==> config.mk <==
export PLATFORM = sky130hd
export DESIGN_NAME = gpio_subsys_top
export DESIGN_NICKNAME = d
export VERILOG_FILES = /design/src/hdl/axil_pkg.sv /design/src/hdl/gpio_subsys_top.sv /design/src/hdl/axil_gpio_regs.sv /design/src/hdl/gpio_edge_capture.sv /design/src/hdl/axil_chan_slice.sv
export SDC_FILE = /design/constraint.sdc
export NUM_CORES = 1
export LEC_CHECK = 0
export BUFFER_PORTS_ARGS = -buffer_cell sky130_fd_sc_hd__buf_4
export CAP_MARGIN = 20
export CORE_ASPECT_RATIO = 0.6
export CORE_MARGIN = 3
export CORE_UTILIZATION = 25
export CTS_BUF_LIST = sky130_fd_sc_hd__clkbuf_4 sky130_fd_sc_hd__clkbuf_8
export DETAILED_ROUTE_END_ITERATION = 7
export GPL_TIMING_DRIVEN = 0
export SYNTH_ARGS = -nofsm -noshare
export SYNTH_HDL_FRONTEND = slang
export SYNTH_SLANG_ARGS = --single-unit
==> constraint.sdc <==
create_clock -name bus -period 3.06 [get_ports bus]
set_clock_uncertainty 0.05 [all_clocks]
set_input_delay 0.153 -clock bus [delete_from_list [all_inputs] [get_ports bus]]
set_output_delay 0.153 -clock bus [all_outputs]
set_load 0.01 [all_outputs]
==> src/hdl/axil_pkg.sv <==
package axil_pkg;

  // ----------------------------------------
  // Bus geometry
  // ----------------------------------------

  // Data width is fixed because the channel structs below depend on it
  localparam int DATA_W = 32;

  // Byte address covers eight 32-bit words
  localparam int ADDR_W = 5;

  // One strobe per data byte
  localparam int STRB_W = DATA_W / 8;

  // Byte offset bits dropped to form the word offset
  localparam int ADDR_LSB = 2;

  // Word offset inside the register window
  typedef logic [ADDR_W-ADDR_LSB-1:0] word_addr_t;

  // ----------------------------------------
  // Response codes
  // ----------------------------------------

  localparam logic [1:0] RESP_OKAY   = 2'b00;
  localparam logic [1:0] RESP_SLVERR = 2'b10;

  // ----------------------------------------
  // Register map, word offsets
  // ----------------------------------------

  localparam word_addr_t REG_OUT      = 3'd0;
  localparam word_addr_t REG_TRI      = 3'd1;
  localparam word_addr_t REG_IN       = 3'd2;
  localparam word_addr_t REG_IRQ_EN   = 3'd3;
  localparam word_addr_t REG_IRQ_STAT = 3'd4;

  // ----------------------------------------
  // Channel payloads
  // ----------------------------------------

  // Write address
  typedef struct packed {
    logic [ADDR_W-1:0] addr;
  } aw_chan_t;

  // Write data with byte strobes
  typedef struct packed {
    logic [DATA_W-1:0] data;
    logic [STRB_W-1:0] strb;
  } w_chan_t;

  // Write response
  typedef struct packed {
    logic [1:0] resp;
  } b_chan_t;

  // Read address
  typedef struct packed {
    logic [ADDR_W-1:0] addr;
  } ar_chan_t;

  // Read data with response
  typedef struct packed {
    logic [DATA_W-1:0] data;
    logic [1:0]        resp;
  } r_chan_t;

endpackage
==> src/hdl/gpio_subsys_top.sv <==
module gpio_subsys_top #(
  parameter int NUM_PINS    = 20,
  parameter int SYNC_STAGES = 2
) (
  input  logic                bus,
  input  logic                rst_n,
  input  axil_pkg::aw_chan_t  s_aw,
  input  logic                s_aw_valid,
  output logic                s_aw_ready,
  input  axil_pkg::w_chan_t   s_w,
  input  logic                s_w_valid,
  output logic                s_w_ready,
  output axil_pkg::b_chan_t   s_b,
  output logic                s_b_valid,
  input  logic                s_b_ready,
  input  axil_pkg::ar_chan_t  s_ar,
  input  logic                s_ar_valid,
  output logic                s_ar_ready,
  output axil_pkg::r_chan_t   s_r,
  output logic                s_r_valid,
  input  logic                s_r_ready,
  input  logic [NUM_PINS-1:0] gpio_i,
  output logic [NUM_PINS-1:0] gpio_o,
  output logic [NUM_PINS-1:0] gpio_t,
  output logic                irq
);

  // Request streams after the slices
  axil_pkg::aw_chan_t  aw;
  logic                aw_valid;
  logic                aw_ready;
  axil_pkg::w_chan_t   w;
  logic                w_valid;
  logic                w_ready;
  axil_pkg::ar_chan_t  ar;
  logic                ar_valid;
  logic                ar_ready;

  // Register block to edge capture
  logic [NUM_PINS-1:0] irq_en;
  logic [NUM_PINS-1:0] stat_clr;
  logic [NUM_PINS-1:0] pins_sync;
  logic [NUM_PINS-1:0] irq_stat;

  // ----------------------------------------
  // Request slices
  // ----------------------------------------

  axil_chan_slice #(.payload_t(axil_pkg::aw_chan_t)) aw_slice_i (
    .bus, .rst_n,
    .in_data (s_aw), .in_valid (s_aw_valid), .in_ready (s_aw_ready),
    .out_data(aw),   .out_valid(aw_valid),   .out_ready(aw_ready)
  );

  axil_chan_slice #(.payload_t(axil_pkg::w_chan_t)) w_slice_i (
    .bus, .rst_n,
    .in_data (s_w), .in_valid (s_w_valid), .in_ready (s_w_ready),
    .out_data(w),   .out_valid(w_valid),   .out_ready(w_ready)
  );

  axil_chan_slice #(.payload_t(axil_pkg::ar_chan_t)) ar_slice_i (
    .bus, .rst_n,
    .in_data (s_ar), .in_valid (s_ar_valid), .in_ready (s_ar_ready),
    .out_data(ar),   .out_valid(ar_valid),   .out_ready(ar_ready)
  );

  // ----------------------------------------
  // Registers and pin logic
  // ----------------------------------------

  // B and R leave without a slice
  axil_gpio_regs #(.NUM_PINS(NUM_PINS)) regs_i (
    .bus, .rst_n,
    .aw, .aw_valid, .aw_ready,
    .w,  .w_valid,  .w_ready,
    .b   (s_b), .b_valid(s_b_valid), .b_ready(s_b_ready),
    .ar, .ar_valid, .ar_ready,
    .r   (s_r), .r_valid(s_r_valid), .r_ready(s_r_ready),
    .gpio_o, .gpio_t, .irq_en, .stat_clr, .pins_sync, .irq_stat
  );

  gpio_edge_capture #(.NUM_PINS(NUM_PINS), .SYNC_STAGES(SYNC_STAGES)) edge_i (
    .bus, .rst_n,
    .gpio_i, .irq_en, .stat_clr, .pins_sync, .irq_stat, .irq
  );

endmodule

==> src/hdl/axil_gpio_regs.sv <==
module axil_gpio_regs #(
  parameter int NUM_PINS = 32
) (
  input  logic                bus,
  input  logic                rst_n,
  input  axil_pkg::aw_chan_t  aw,
  input  logic                aw_valid,
  output logic                aw_ready,
  input  axil_pkg::w_chan_t   w,
  input  logic                w_valid,
  output logic                w_ready,
  output axil_pkg::b_chan_t   b,
  output logic                b_valid,
  input  logic                b_ready,
  input  axil_pkg::ar_chan_t  ar,
  input  logic                ar_valid,
  output logic                ar_ready,
  output axil_pkg::r_chan_t   r,
  output logic                r_valid,
  input  logic                r_ready,
  output logic [NUM_PINS-1:0] gpio_o,
  output logic [NUM_PINS-1:0] gpio_t,
  output logic [NUM_PINS-1:0] irq_en,
  output logic [NUM_PINS-1:0] stat_clr,
  input  logic [NUM_PINS-1:0] pins_sync,
  input  logic [NUM_PINS-1:0] irq_stat
);

  // Expand byte strobes to a bit mask
  function automatic logic [axil_pkg::DATA_W-1:0] byte_mask(
    input logic [axil_pkg::STRB_W-1:0] strb
  );
    logic [axil_pkg::DATA_W-1:0] m;
    for (int i = 0; i < axil_pkg::STRB_W; i++) begin
      m[i*8 +: 8] = {8{strb[i]}};
    end
    return m;
  endfunction

  // Single ready flop drives both AW and W, they are taken as a pair
  logic                        wr_ready;
  logic                        wr_en;
  axil_pkg::word_addr_t        wr_word;
  logic                        wr_hit;
  logic [axil_pkg::DATA_W-1:0] wr_mask_full;
  logic [NUM_PINS-1:0]         wr_mask;
  logic [NUM_PINS-1:0]         wr_data;

  logic                        rd_en;
  axil_pkg::word_addr_t        rd_word;
  logic [axil_pkg::DATA_W-1:0] rd_data;
  logic [1:0]                  rd_resp;

  // ----------------------------------------
  // Write channel
  // ----------------------------------------

  assign aw_ready = wr_ready;
  assign w_ready  = wr_ready;
  assign wr_en    = aw_ready && aw_valid && w_ready && w_valid;

  assign wr_word      = aw.addr[axil_pkg::ADDR_W-1:axil_pkg::ADDR_LSB];
  assign wr_hit       = (wr_word <= axil_pkg::REG_IRQ_STAT);
  assign wr_mask_full = byte_mask(w.strb);
  // High bits beyond NUM_PINS are dropped here
  assign wr_mask      = wr_mask_full[NUM_PINS-1:0];
  assign wr_data      = w.data[NUM_PINS-1:0];

  // One-cycle ready pulse, held off while a response waits
  always_ff @(posedge bus or negedge rst_n) begin
    if (!rst_n) begin
      wr_ready <= 1'b0;
    end else begin
      wr_ready <= !wr_ready && aw_valid && w_valid && !b_valid;
    end
  end

  // Strobed register updates
  always_ff @(posedge bus or negedge rst_n) begin
    if (!rst_n) begin
      gpio_o <= '0;
      gpio_t <= '0;
      irq_en <= '0;
    end else if (wr_en) begin
      case (wr_word)
        axil_pkg::REG_OUT:    gpio_o <= (gpio_o & ~wr_mask) | (wr_data & wr_mask);
        axil_pkg::REG_TRI:    gpio_t <= (gpio_t & ~wr_mask) | (wr_data & wr_mask);
        axil_pkg::REG_IRQ_EN: irq_en <= (irq_en & ~wr_mask) | (wr_data & wr_mask);
        // IN is read-only, IRQ_STAT goes out as a clear mask
        default: ;
      endcase
    end
  end

  // Write-one-to-clear pulse toward the edge capture
  assign stat_clr = (wr_en && wr_word == axil_pkg::REG_IRQ_STAT) ? (wr_data & wr_mask) : '0;

  // B response
  always_ff @(posedge bus or negedge rst_n) begin
    if (!rst_n) begin
      b_valid <= 1'b0;
    end else if (wr_en) begin
      b_valid <= 1'b1;
    end else if (b_ready) begin
      b_valid <= 1'b0;
    end
  end

  always_ff @(posedge bus) begin
    if (wr_en) begin
      b.resp <= wr_hit ? axil_pkg::RESP_OKAY : axil_pkg::RESP_SLVERR;
    end
  end

  // ----------------------------------------
  // Read channel
  // ----------------------------------------

  assign rd_en   = ar_ready && ar_valid;
  assign rd_word = ar.addr[axil_pkg::ADDR_W-1:axil_pkg::ADDR_LSB];

  always_ff @(posedge bus or negedge rst_n) begin
    if (!rst_n) begin
      ar_ready <= 1'b0;
    end else begin
      ar_ready <= !ar_ready && ar_valid && !r_valid;
    end
  end

  // Read mux, zero-extended to the bus width
  always_comb begin
    rd_data = '0;
    rd_resp = axil_pkg::RESP_OKAY;
    case (rd_word)
      axil_pkg::REG_OUT:      rd_data[NUM_PINS-1:0] = gpio_o;
      axil_pkg::REG_TRI:      rd_data[NUM_PINS-1:0] = gpio_t;
      axil_pkg::REG_IN:       rd_data[NUM_PINS-1:0] = pins_sync;
      axil_pkg::REG_IRQ_EN:   rd_data[NUM_PINS-1:0] = irq_en;
      axil_pkg::REG_IRQ_STAT: rd_data[NUM_PINS-1:0] = irq_stat;
      // Offsets 5 to 7 are unmapped
      default:                rd_resp = axil_pkg::RESP_SLVERR;
    endcase
  end

  always_ff @(posedge bus or negedge rst_n) begin
    if (!rst_n) begin
      r_valid <= 1'b0;
    end else if (rd_en) begin
      r_valid <= 1'b1;
    end else if (r_ready) begin
      r_valid <= 1'b0;
    end
  end

  always_ff @(posedge bus) begin
    if (rd_en) begin
      r.data <= rd_data;
      r.resp <= rd_resp;
    end
  end

endmodule

==> src/hdl/gpio_edge_capture.sv <==
module gpio_edge_capture #(
  parameter int NUM_PINS    = 32,
  parameter int SYNC_STAGES = 2
) (
  input  logic                bus,
  input  logic                rst_n,
  input  logic [NUM_PINS-1:0] gpio_i,
  input  logic [NUM_PINS-1:0] irq_en,
  input  logic [NUM_PINS-1:0] stat_clr,
  output logic [NUM_PINS-1:0] pins_sync,
  output logic [NUM_PINS-1:0] irq_stat,
  output logic                irq
);

  // Synchronizer chain, stage 0 samples the pads
  logic [NUM_PINS-1:0] sync_q [SYNC_STAGES];

  // Previous synchronized value for edge detection
  logic [NUM_PINS-1:0] pins_prev;
  logic [NUM_PINS-1:0] rise;

  assign pins_sync = sync_q[SYNC_STAGES-1];
  assign rise      = pins_sync & ~pins_prev;

  // ----------------------------------------
  // Synchronizer and edge history
  // ----------------------------------------

  always_ff @(posedge bus or negedge rst_n) begin
    if (!rst_n) begin
      sync_q    <= '{default: '0};
      pins_prev <= '0;
    end else begin
      sync_q[0] <= gpio_i;
      for (int i = 1; i < SYNC_STAGES; i++) begin
        sync_q[i] <= sync_q[i-1];
      end
      pins_prev <= pins_sync;
    end
  end

  // ----------------------------------------
  // Sticky status and interrupt
  // ----------------------------------------

  always_ff @(posedge bus or negedge rst_n) begin
    if (!rst_n) begin
      irq_stat <= '0;
      irq      <= 1'b0;
    end else begin
      // Set after clear, so a new edge beats a same-cycle clear
      irq_stat <= (irq_stat & ~stat_clr) | rise;
      // Registered, lags the status by one edge
      irq      <= |(irq_stat & irq_en);
    end
  end

endmodule

==> src/hdl/axil_chan_slice.sv <==
module axil_chan_slice #(
  parameter type payload_t = axil_pkg::w_chan_t
) (
  input  logic     bus,
  input  logic     rst_n,
  input  payload_t in_data,
  input  logic     in_valid,
  output logic     in_ready,
  output payload_t out_data,
  output logic     out_valid,
  input  logic     out_ready
);

  // Skid entry, filled only while the main entry is stalled
  payload_t skid_data;
  logic     skid_valid;

  // Main entry may take a new beat this cycle
  logic     main_load;
  logic     in_fire;

  // ----------------------------------------
  // Handshake
  // ----------------------------------------

  // in_ready depends on the skid flag only, never on out_ready
  assign in_ready  = !skid_valid;
  assign in_fire   = in_valid && in_ready;
  assign main_load = out_ready || !out_valid;

  // ----------------------------------------
  // Valid flags
  // ----------------------------------------

  always_ff @(posedge bus or negedge rst_n) begin
    if (!rst_n) begin
      out_valid  <= 1'b0;
      skid_valid <= 1'b0;
    end else if (main_load) begin
      // Skid drains first, input is held off while it is full
      if (skid_valid) begin
        out_valid  <= 1'b1;
        skid_valid <= 1'b0;
      end else begin
        out_valid <= in_valid;
      end
    end else if (in_fire) begin
      // Main stalled, park the incoming beat
      skid_valid <= 1'b1;
    end
  end

  // ----------------------------------------
  // Payload
  // ----------------------------------------

  always_ff @(posedge bus) begin
    if (main_load) begin
      out_data <= skid_valid ? skid_data : in_data;
    end
    if (!main_load && in_fire) begin
      skid_data <= in_data;
    end
  end

endmodule

==> results of run 1 <==
## cells by family after synthesis
| logic type | after synthesis |
|---|---|
| flip-flops | 231 |
| multiplexers | 109 |
| AO/OA/AOI/OAI | 71 |
| AND/OR/NAND/NOR | 68 |
| buffers and inverters | 59 |
| other | 1 |
## cell usage in the layout (no fill, tap or decap), types with 3 or more instances in the layout
master         netlist  final
a221o_1             18     18
a221oi_1             4      4
a22o_1              24     24
buf_2               10     10
buf_4               17    139
clkbuf_4             0     17
clkbuf_8             0     36
clkinv_1             0      3
clkinv_2             0      4
conb_1               1     14
dfrtp_1            151    151
dlygate4sd3_1        0     55
edfxtp_1            80     80
inv_1               28     28
mux2_2              88     88
mux2i_1             18     18
nand2_1             23     23
nand2_2              4      4
nand2b_1             4      4
nand4_1              5      5
nor2_1               8      8
nor2b_1              6      6
nor3b_1              4      3
nor3b_4              2      3
o21ai_0              3      3
o2bb2ai_1           18     18
## metal layers
| layer | part of all wire | up-vias |
|---|---|---|
| li1 | - | 2450 |
| met4 | 0.0093 | 0 |
| met2 | 0.43 | 146 |
| met1 | 0.49 | 2682 |
| met5 | 0 | - |
| met3 | 0.071 | 29 |
## how the worst min path moves through the flow
stage                          from                         end  slack (ns)  cells after the start
after floorplan               rst_n  asynchronous set/reset pin       -0.19                      0
after global placement    gpio_i[5]           edge_i.sync_q[25]        0.21                      1
after detailed placement      rst_n              regs_i.r_valid        0.11                      1
after CTS                     rst_n             regs_i.ar_ready        0.11                      2
after global routing          rst_n             regs_i.ar_ready        0.15                      2
final                         rst_n             regs_i.ar_ready        0.11                      2
## what timing repair did
item | 4_1_cts | 5_1_grt
endpoints found under the setup margin | 0 | 0
hold buffers | 55 | 0
hold endpoints to repair | 141 | 0
## final cells by class
type                    count  area, sq um
well taps                 459        574.3
clock buffers              53        623.1
fillers                  3378        22510
plain buffers              31        200.2
inverters                  28        105.1
repair buffers            182         1563
flip-flops and latches    231         6181
multi-input cells         262         2360
clock inverters             8        38.79
## worst max-delay path: stages, from the launching register on
cell and delay, ns:
dfrtp_1 0.41, nand2b_1 0.49, buf_8 0.33, nor3b_4 0.57, buf_8 0.24
## where the power goes
part	internal, mW	total (mW)	switching (mW)
Combinational	1.63	3.28	1.65
Clock	1.30	2.48	1.18
Sequential	4.29	5.07	0.772
## stage by stage
step	setup WS, ns	setup TNS, ns
finish	0.6591	0
global route	0.5083	0
CTS	0.6135	0
detailed placement	0.6620	0
global placement	-0.2670	-6.131
floorplan	0.4802	0
==> flow_summary_export.csv, run 1 <==
group,metric,value,unit
run_status,status,"complete, no violations",
clock_tree,cts.repair.resized,0,
critical_path,r2r-start,"regs_i.aw_ready",
grt,grt_pass1_wl,35.69,mm
synth,synth_compound_area_frac,0.07149,
synth,yosysTopAreaCellShare,0.4301,
flow_run,max_cap_viol_count,0,
grt,grt_use_met3,0.03946,
timing,final_max_slew_viol_count,0,
placement,hpwl,17.12,mm
grt,grt_util_met1,0.1895,
critical_path,path_max_fanout,15,
synth,yosysMostFrequentCell,"dfrtp_1",
drt,first_iter_violations,340,
timing,hold_viol_final,0,
grt,antenna_found_initial,0,
clock_tree,clkSinkCount,231,
timing,worst_pin_slew,0.8858,ns
grt,gr-usage-met2,0.1902,
drt,antenna_left,0,
synth,synth_mux_area_frac,0.1397,
critical_path,crit_type,"reg2reg",
clock_tree,htreeDepth,2,
drt,vias_per_cell,4.232,
floorplan,fp-row-count,52,
critical_path,timing.rr.end,"w_slice_i.skid_data[10]",
critical_path,rr_worst_depth,4,
synth,yosys.area.top_type,"dfrtp_1",
grt,top_usage_layer,"met2",
synth,synthFlopType,"dfrtp_1",
critical_path,cp_data_required_time,3.23,ns
floorplan,die_h,151.2,um
min_path,worstHoldPathType,"in2async",
synth,yosys_warnings,0,
placement,dp.cells,1138,
timing,final-setup-viol-count,0,
grt,grt_pass1_vias,5597,
drt,dr.pass1.iters,5,
drt,routed_wl,23.86,mm
timing,rsz0062_at_grt,"no",
critical_path,critPathLaunchType,"flip-flop",
timing,holdWs,0.1139,ns
floorplan,die_x,248.0,um
floorplan,initial_utilization,0.2572,
finish,finish.utilization,0.3409,
clock_tree,root_buffer,"clkbuf_8",
synth,synth-xor-area-share,0,
timing,fmax,0.4165,GHz
drt,via_count,5307,
synth,synth-edff-count,80,
critical_path,worstSetupEndpointType,"flip-flop",
finish,nets,843,
synth,synthSimpleGateAreaFrac,0.05013,
clock_tree,cts-buffers-inserted,34,
clock_tree,clkSlewWorstSetupHoldPaths,0.07,ns
power,p_per_area,929.5,nW/um^2
drt,wl_per_cell,19.03,um
clock_tree,clock_latency,0.53,ns
synth,synth_area_leaders,"dfrtp_1, edfxtp_1, mux2_2",
synth,synthTopCellsByCount,"dfrtp_1, mux2_2, edfxtp_1",
grt,grt_max_degree,97,
synth,synth-adder-area-share,0,
finish,final-instance-count-excl-fill,1254,
drt,drc,0,
synth,avgSynthCellArea,16.30,sq um
floorplan,io_pins,155,
synth,netlist_instances,539,
timing,finalCritPeriodShare,0.7846,
floorplan,core-area,34160,sq um
synth,ys_ff_latch,231,
finish,syn_to_final_growth,32.54,%
critical_path,startpoint,"regs_i.aw_ready",
finish,final_cell_area,11640,sq um
finish,num_antenna_cells,0,
timing,fin_crit,2.401,ns
synth,synthArstFlopShare,0.6537,
finish,drive_above_1_share,0.3987,
timing,timing.slew.headroom,0.4050,
synth,netlist_area,8786,sq um
placement,finalWeightedCongestion,0.7762,
critical_path,cp-endpoint,"w_slice_i.skid_data[10]",
clock_tree,clock_path_buffers,3,
floorplan,design.die.area,37500,sq um
grt,overflow,0,
power,peakVddDrop,0.2937,mV
power,p_leak,4.992,nW
placement,io_buffers,123,
grt,track_usage,0.1293,
critical_path,r2r_slack,0.66,ns
synth,yosys.cell_types.count,38,
synth,synth_top_family_by_area,"multiplexers",
clock_tree,cts_tree,"built",
power,power,10.82,mW
placement,placed_cell_area,10430,sq um
critical_path,crit_arrival,2.57,ns
clock_tree,cts_setup_buffers,0,
synth,yosysSeqAreaShare,0.7035,
Power figures use the tool's default switching activity.
==> inputs of run 2 (changes only) <==
==> constraint.sdc (replaced) <==
create_clock -name bus -period 2.01 [get_ports bus]
set_clock_uncertainty 0.05 [all_clocks]
set_input_delay 0.1005 -clock bus [delete_from_list [all_inputs] [get_ports bus]]
set_output_delay 0.1005 -clock bus [all_outputs]
set_load 0.01 [all_outputs]
==> run 2 against run 1 <==
Effect of this change:
- clock power grew 81%
- via count up 0.64%
- die area did not move
- non-clock buffer count is 3 higher
- critical path depth up 2
- first-iteration DRC count is 12% lower
- worst hold slack better by 0.046 ns
- final cell count rose by 0.96%
- routed wire length is 1.7% higher
- total power is 59% higher
- count of clock-buffer cells in the layout rose by 12
- critical path type unchanged
- highest routed layer unchanged
==> flow_summary_export.csv, run 2 (synthesis results as in run 1) <==
group,metric,value,unit
placement,pre_cts_slack,-0.3093,ns
critical_path,cp-endpoint,"regs_i.r[3]",
placement,dp.cells,1137,
placement,io_buffers,123,
grt,overflow,0,
critical_path,max_stage_delay,0.48,ns
clock_tree,cts-buffers-inserted,39,
timing,rsz0062_at_grt,"no",
grt,grt_pass1_wl,35.68,mm
finish,final-instance-count-excl-fill,1266,
drt,vias_per_cell,4.219,
timing,worst_pin_slew,0.8576,ns
floorplan,design.die.area,37500,sq um
power,p_per_area,1450,nW/um^2
critical_path,r2r-start,"ar_slice_i.out_data[3]",
min_path,worstHoldPathType,"in2async",
drt,first_iter_violations,299,
power,p_leak,5.122,nW
critical_path,timing.rr.end,"regs_i.r[3]",
finish,num_antenna_cells,0,
finish,nets,851,
critical_path,path_delay_family,"flip-flops",
floorplan,die_h,151.2,um
flow_run,max_cap_viol_count,0,
drt,via_count,5341,
clock_tree,clock_path_buffers,3,
drt,antenna_left,0,
timing,setup_ws,0.06374,ns
grt,track_usage,0.1304,
finish,most-common-layout-cells,"dfrtp_1, buf_4, mux2_2",
timing,hold_viol_final,0,
timing,holdWs,0.1602,ns
finish,syn_to_final_growth,35.35,%
power,power,17.24,mW
floorplan,io_pins,155,
critical_path,crit_type,"reg2reg",
finish,drive_above_1_share,0.4126,
drt,routed_wl,24.27,mm
floorplan,fp-row-count,52,
drt,dr.pass1.iters,5,
timing,final-setup-viol-count,0,
run_status,status,"complete, no violations",
power,peakVddDrop,0.4576,mV
critical_path,path_max_fanout,10,
timing,final_max_slew_viol_count,0,
clock_tree,cts_tree,"built",
critical_path,cp_data_required_time,2.21,ns
finish,num-fill-cells,3334,
placement,finalWeightedCongestion,0.7502,
drt,drc,0,
critical_path,crit_arrival,2.15,ns
timing,finalCritPeriodShare,0.9683,
floorplan,initial_utilization,0.2572,
floorplan,core-area,34160,sq um
grt,grt_pass1_vias,5581,
grt,grt_max_degree,90,
drt,wl_per_cell,19.17,um
critical_path,rr_worst_depth,6,
critical_path,r2r_slack,0.06,ns
placement,hpwl,16.70,mm
critical_path,startpoint,"ar_slice_i.out_data[3]",
timing,fin_crit,1.946,ns
clock_tree,clkSlewWorstSetupHoldPaths,0.06,ns
clock_tree,clock_latency,0.55,ns
critical_path,worst-path-buf-inv,2,
floorplan,die_x,248.0,um
clock_tree,clkSinkCount,231,
clock_tree,htreeDepth,2,
critical_path,cp.depth,6,
timing,fmax,0.5138,GHz
critical_path,crit_chain,"nor2_1 > and2_1 > clkbuf_4 > buf_6 > o2bb2ai_1 > a221o_1",
finish,final_common_cell,"dfrtp_1",
critical_path,worst_path_max_delay_cell,"edfxtp_1",
clock_tree,root_buffer,"clkbuf_8",
timing,tns,0,ns
timing,timing.slew.headroom,0.4282,
critical_path,worstSetupEndpointType,"flip-flop",
critical_path,critPathLaunchType,"flip-flop",
grt,antenna_found_initial,1,
[run 2: metal layers]
metal  share of wire  vias up  track usage
met5               0        -            0
met4           0.023        0      0.04138
met3           0.060       40      0.03733
met2            0.43      129       0.1901
met1            0.49     2712       0.1864
li1                -     2460            -
[run 2: where the power goes]
group          internal (mW)  switching, mW
clock                   2.61           1.89
combinational           2.54           2.52
sequential              6.54           1.15
[run 2: cell type report]
type / instances / area [sq um] / share of cell area
plain buffers: 30 / 211.5 / 0.01778
flip-flops and latches: 231 / 6181 / 0.5198
multi-input cells: 262 / 2380 / 0.2001
clock buffers: 65 / 794.5 / 0.06681
repair buffers: 186 / 1598 / 0.1344
clock inverters: 5 / 47.55 / 0.003998
well taps: 459 / 574.3 / 0.04830
inverters: 28 / 105.1 / 0.008838
[run 2: timing repair]
action	in CTS	in global routing
setup endpoints to repair	24	6
pin swaps	2	1
buffers inserted	4	1
endpoints found under the hold margin	180	0
hold buffers	55	0
gates resized for setup	6	2
[run 2: how the worst min path moves through the flow]
stage	start	end	slack [ns]
finish	rst_n	regs_i.r_valid	0.16
detailed placement	gpio_i[11]	edge_i.sync_q[31]	0.16
floorplan	rst_n	asynchronous set/reset pin	-0.25
global placement	gpio_i[11]	edge_i.sync_q[31]	0.16
global route	gpio_i[19]	edge_i.sync_q[39]	0.14
CTS	gpio_i[18]	edge_i.sync_q[38]	0.12
[run 2: stage by stage]
step             util  area, sq um
2_1_floorplan       -         8853
3_3_place_gp   0.3030        10350
3_5_place_dp   0.3052        10430
4_1_cts        0.3474        11870
5_1_grt        0.3481        11890
6_report       0.3481        11890
==> inputs of run 3 (changes only) <==
--- a/config.mk
+++ b/config.mk
@@ -8,7 +8,7 @@
 export BUFFER_PORTS_ARGS = -buffer_cell sky130_fd_sc_hd__buf_4
 export CAP_MARGIN = 20
 export CORE_ASPECT_RATIO = 0.6
-export CORE_MARGIN = 3
+export CORE_MARGIN = 2
 export CORE_UTILIZATION = 25
 export CTS_BUF_LIST = sky130_fd_sc_hd__clkbuf_4 sky130_fd_sc_hd__clkbuf_8
 export DETAILED_ROUTE_END_ITERATION = 7
==> run 3 against run 2 <==
Effect of this change:
- fmax grew 1.8%
- sequential share of layout area grew 0.18 points
- routed wire length shrank 0.56%
- worst hold slack lost 0.022 ns
- total power shrank 0.94%
- die area shrank 2.1%
- count of clock-buffer cells in the layout shrank 6
- first-iteration DRC count grew 22%
- core utilization shrank 0.77 points
- non-clock buffer count grew 3
- flip-flop and latch count is the same
- largest power group unchanged
- highest routed layer unchanged
==> flow_summary_export.csv, run 3 (synthesis results as in run 1) <==
group,metric,value,unit
finish,nets,850,
critical_path,cp_data_required_time,2.22,ns
timing,worst_pin_slew,0.7415,ns
grt,overflow,0,
clock_tree,clock_path_buffers,3,
finish,syn_to_final_growth,34.89,%
drt,drc,0,
critical_path,r2r-start,"ar_slice_i.out_data[3]",
critical_path,worstSetupEndpointType,"flip-flop",
drt,routed_wl,24.13,mm
critical_path,crit_type,"reg2reg",
flow_run,max_cap_viol_count,0,
placement,dp.cells,1145,
clock_tree,clock_latency,0.52,ns
finish,drive_above_1_share,0.4134,
timing,setup_ws,0.09779,ns
power,p_per_area,1441,nW/um^2
grt,grt_pass1_wl,36.43,mm
grt,antenna_found_initial,0,
finish,num-fill-cells,3395,
grt,grt_pass1_vias,5639,
clock_tree,root_buffer,"clkbuf_8",
placement,hpwl,17.21,mm
finish,multi_input_area,2380,sq um
power,peakVddDrop,0.5971,mV
drt,first_iter_violations,366,
finish,final-instance-count-excl-fill,1270,
drt,via_count,5355,
timing,timing.slew.headroom,0.5057,
floorplan,fp-row-count,53,
timing,final_max_slew_viol_count,0,
placement,placed_cell_area,10440,sq um
timing,finalCritPeriodShare,0.9513,
finish,num_antenna_cells,0,
clock_tree,htreeDepth,2,
grt,track_usage,0.1355,
run_status,status,"complete, no violations",
critical_path,timing.rr.end,"regs_i.r[10]",
floorplan,die_x,246.0,um
placement,io_buffers,123,
drt,dr.pass1.iters,4,
finish,seq_area,6181,sq um
finish,final_common_cell,"dfrtp_1",
timing,fin_crit,1.912,ns
critical_path,crit_arrival,2.12,ns
critical_path,r2r_slack,0.1,ns
grt,grt_max_degree,78,
critical_path,path_max_fanout,10,
floorplan,initial_utilization,0.2524,
floorplan,core-area,34810,sq um
timing,final-setup-viol-count,0,
critical_path,critPathLaunchType,"flip-flop",
timing,hold_viol_final,0,
floorplan,die_h,149.2,um
drt,antenna_left,0,
timing,fmax,0.5230,GHz
drt,wl_per_cell,19.00,um
finish,final_cell_area,11850,sq um
finish,most-common-layout-cells,"dfrtp_1, buf_4, mux2_2",
placement,pre_cts_slack,-0.3920,ns
power,p_leak,5.104,nW
min_path,worstHoldPathType,"in2async",
placement,finalWeightedCongestion,0.8203,
clock_tree,clkSinkCount,231,
floorplan,io_pins,155,
timing,rsz0062_at_grt,"no",
clock_tree,cts-buffers-inserted,35,
clock_tree,cts_tree,"built",
critical_path,rr_worst_depth,6,
drt,vias_per_cell,4.217,
floorplan,design.die.area,36710,sq um
clock_tree,clkSlewWorstSetupHoldPaths,0.07,ns
-- run 3: changes by cell type in the layout (fill, tap and decap cells not counted) --
cell	previous run	this run
clkbuf_8	49	45
buf_4	145	148
clkinv_1	2	0
buf_6	3	2
clkbuf_1	1	0
clkinv_2	2	3
-- run 3: how the worst max path moves through the flow --
stage                      startpoint                      to  slack (ns)  depth (start not counted)
6_report       ar_slice_i.out_data[3]            regs_i.r[10]         0.1                          6
5_1_grt        ar_slice_i.out_data[3]            regs_i.r[10]       0.004                          6
4_1_cts        ar_slice_i.out_data[2]            regs_i.r[18]        0.03                          7
3_5_place_dp     w_slice_i.skid_valid  w_slice_i.skid_data[6]       -0.39                          4
3_3_place_gp     w_slice_i.skid_valid  w_slice_i.skid_data[7]       -0.64                          3
2_1_floorplan    w_slice_i.skid_valid  w_slice_i.skid_data[0]        0.14                          3
-- run 3: worst max-delay path: stages, from the launching register on --
cell       delay (ns)
edfxtp_1         0.49
nor2_1           0.12
and2_1           0.18
clkbuf_4         0.21
buf_6            0.18
o2bb2ai_1        0.13
a221o_1          0.28
-- run 3: cell type report --
| cell class | instances | area share |
|---|---|---|
| Sequential cell | 231 | 0.5215 |
| Multi-Input combinational cell | 262 | 0.2008 |
| Timing Repair Buffer | 190 | 0.1374 |
| Clock buffer | 59 | 0.06113 |
| Tap cell | 467 | 0.04930 |
| Buffer | 29 | 0.01721 |
| Inverter | 28 | 0.008868 |
| Clock inverter | 4 | 0.003801 |
-- run 3: power by group --
part	switching (mW)	leakage (nW)	internal (mW)
Clock	1.85	0.414	2.40
Combinational	2.58	2.16	2.56
Sequential	1.16	2.53	6.54
Total	5.59	5.10	11.5
-- run 3: through the flow --
step           setup TNS, ns  power, mW  utilization  hold WS (ns)
2_1_floorplan              0      10.14            -       -0.2451
4_1_cts                    0      17.21       0.3388        0.1431
3_5_place_dp          -8.931      12.75       0.2997        0.1419
5_1_grt                    0      18.03       0.3404        0.1554
6_report                   0      17.08       0.3404        0.1380
3_3_place_gp          -16.94      12.55       0.2976        0.1595
-- run 3: per-layer routing --
layer | share of wire | vias to the layer above | global-route usage
met5 | 0 | - | 0
met4 | 0.013 | 0 | 0.02788
met3 | 0.080 | 29 | 0.03814
met2 | 0.43 | 158 | 0.1973
met1 | 0.47 | 2720 | 0.1996
li1 | - | 2448 | -
-- run 3: what timing repair did --
action | in CTS | in global routing
pin swaps | 1 | 2
hold endpoints to repair | 168 | 0
hold buffers | 55 | 0
buffers inserted | 3 | 6
cloned | 0 | 0
resized for setup | 3 | 5
endpoints found under the setup margin | 34 | 13
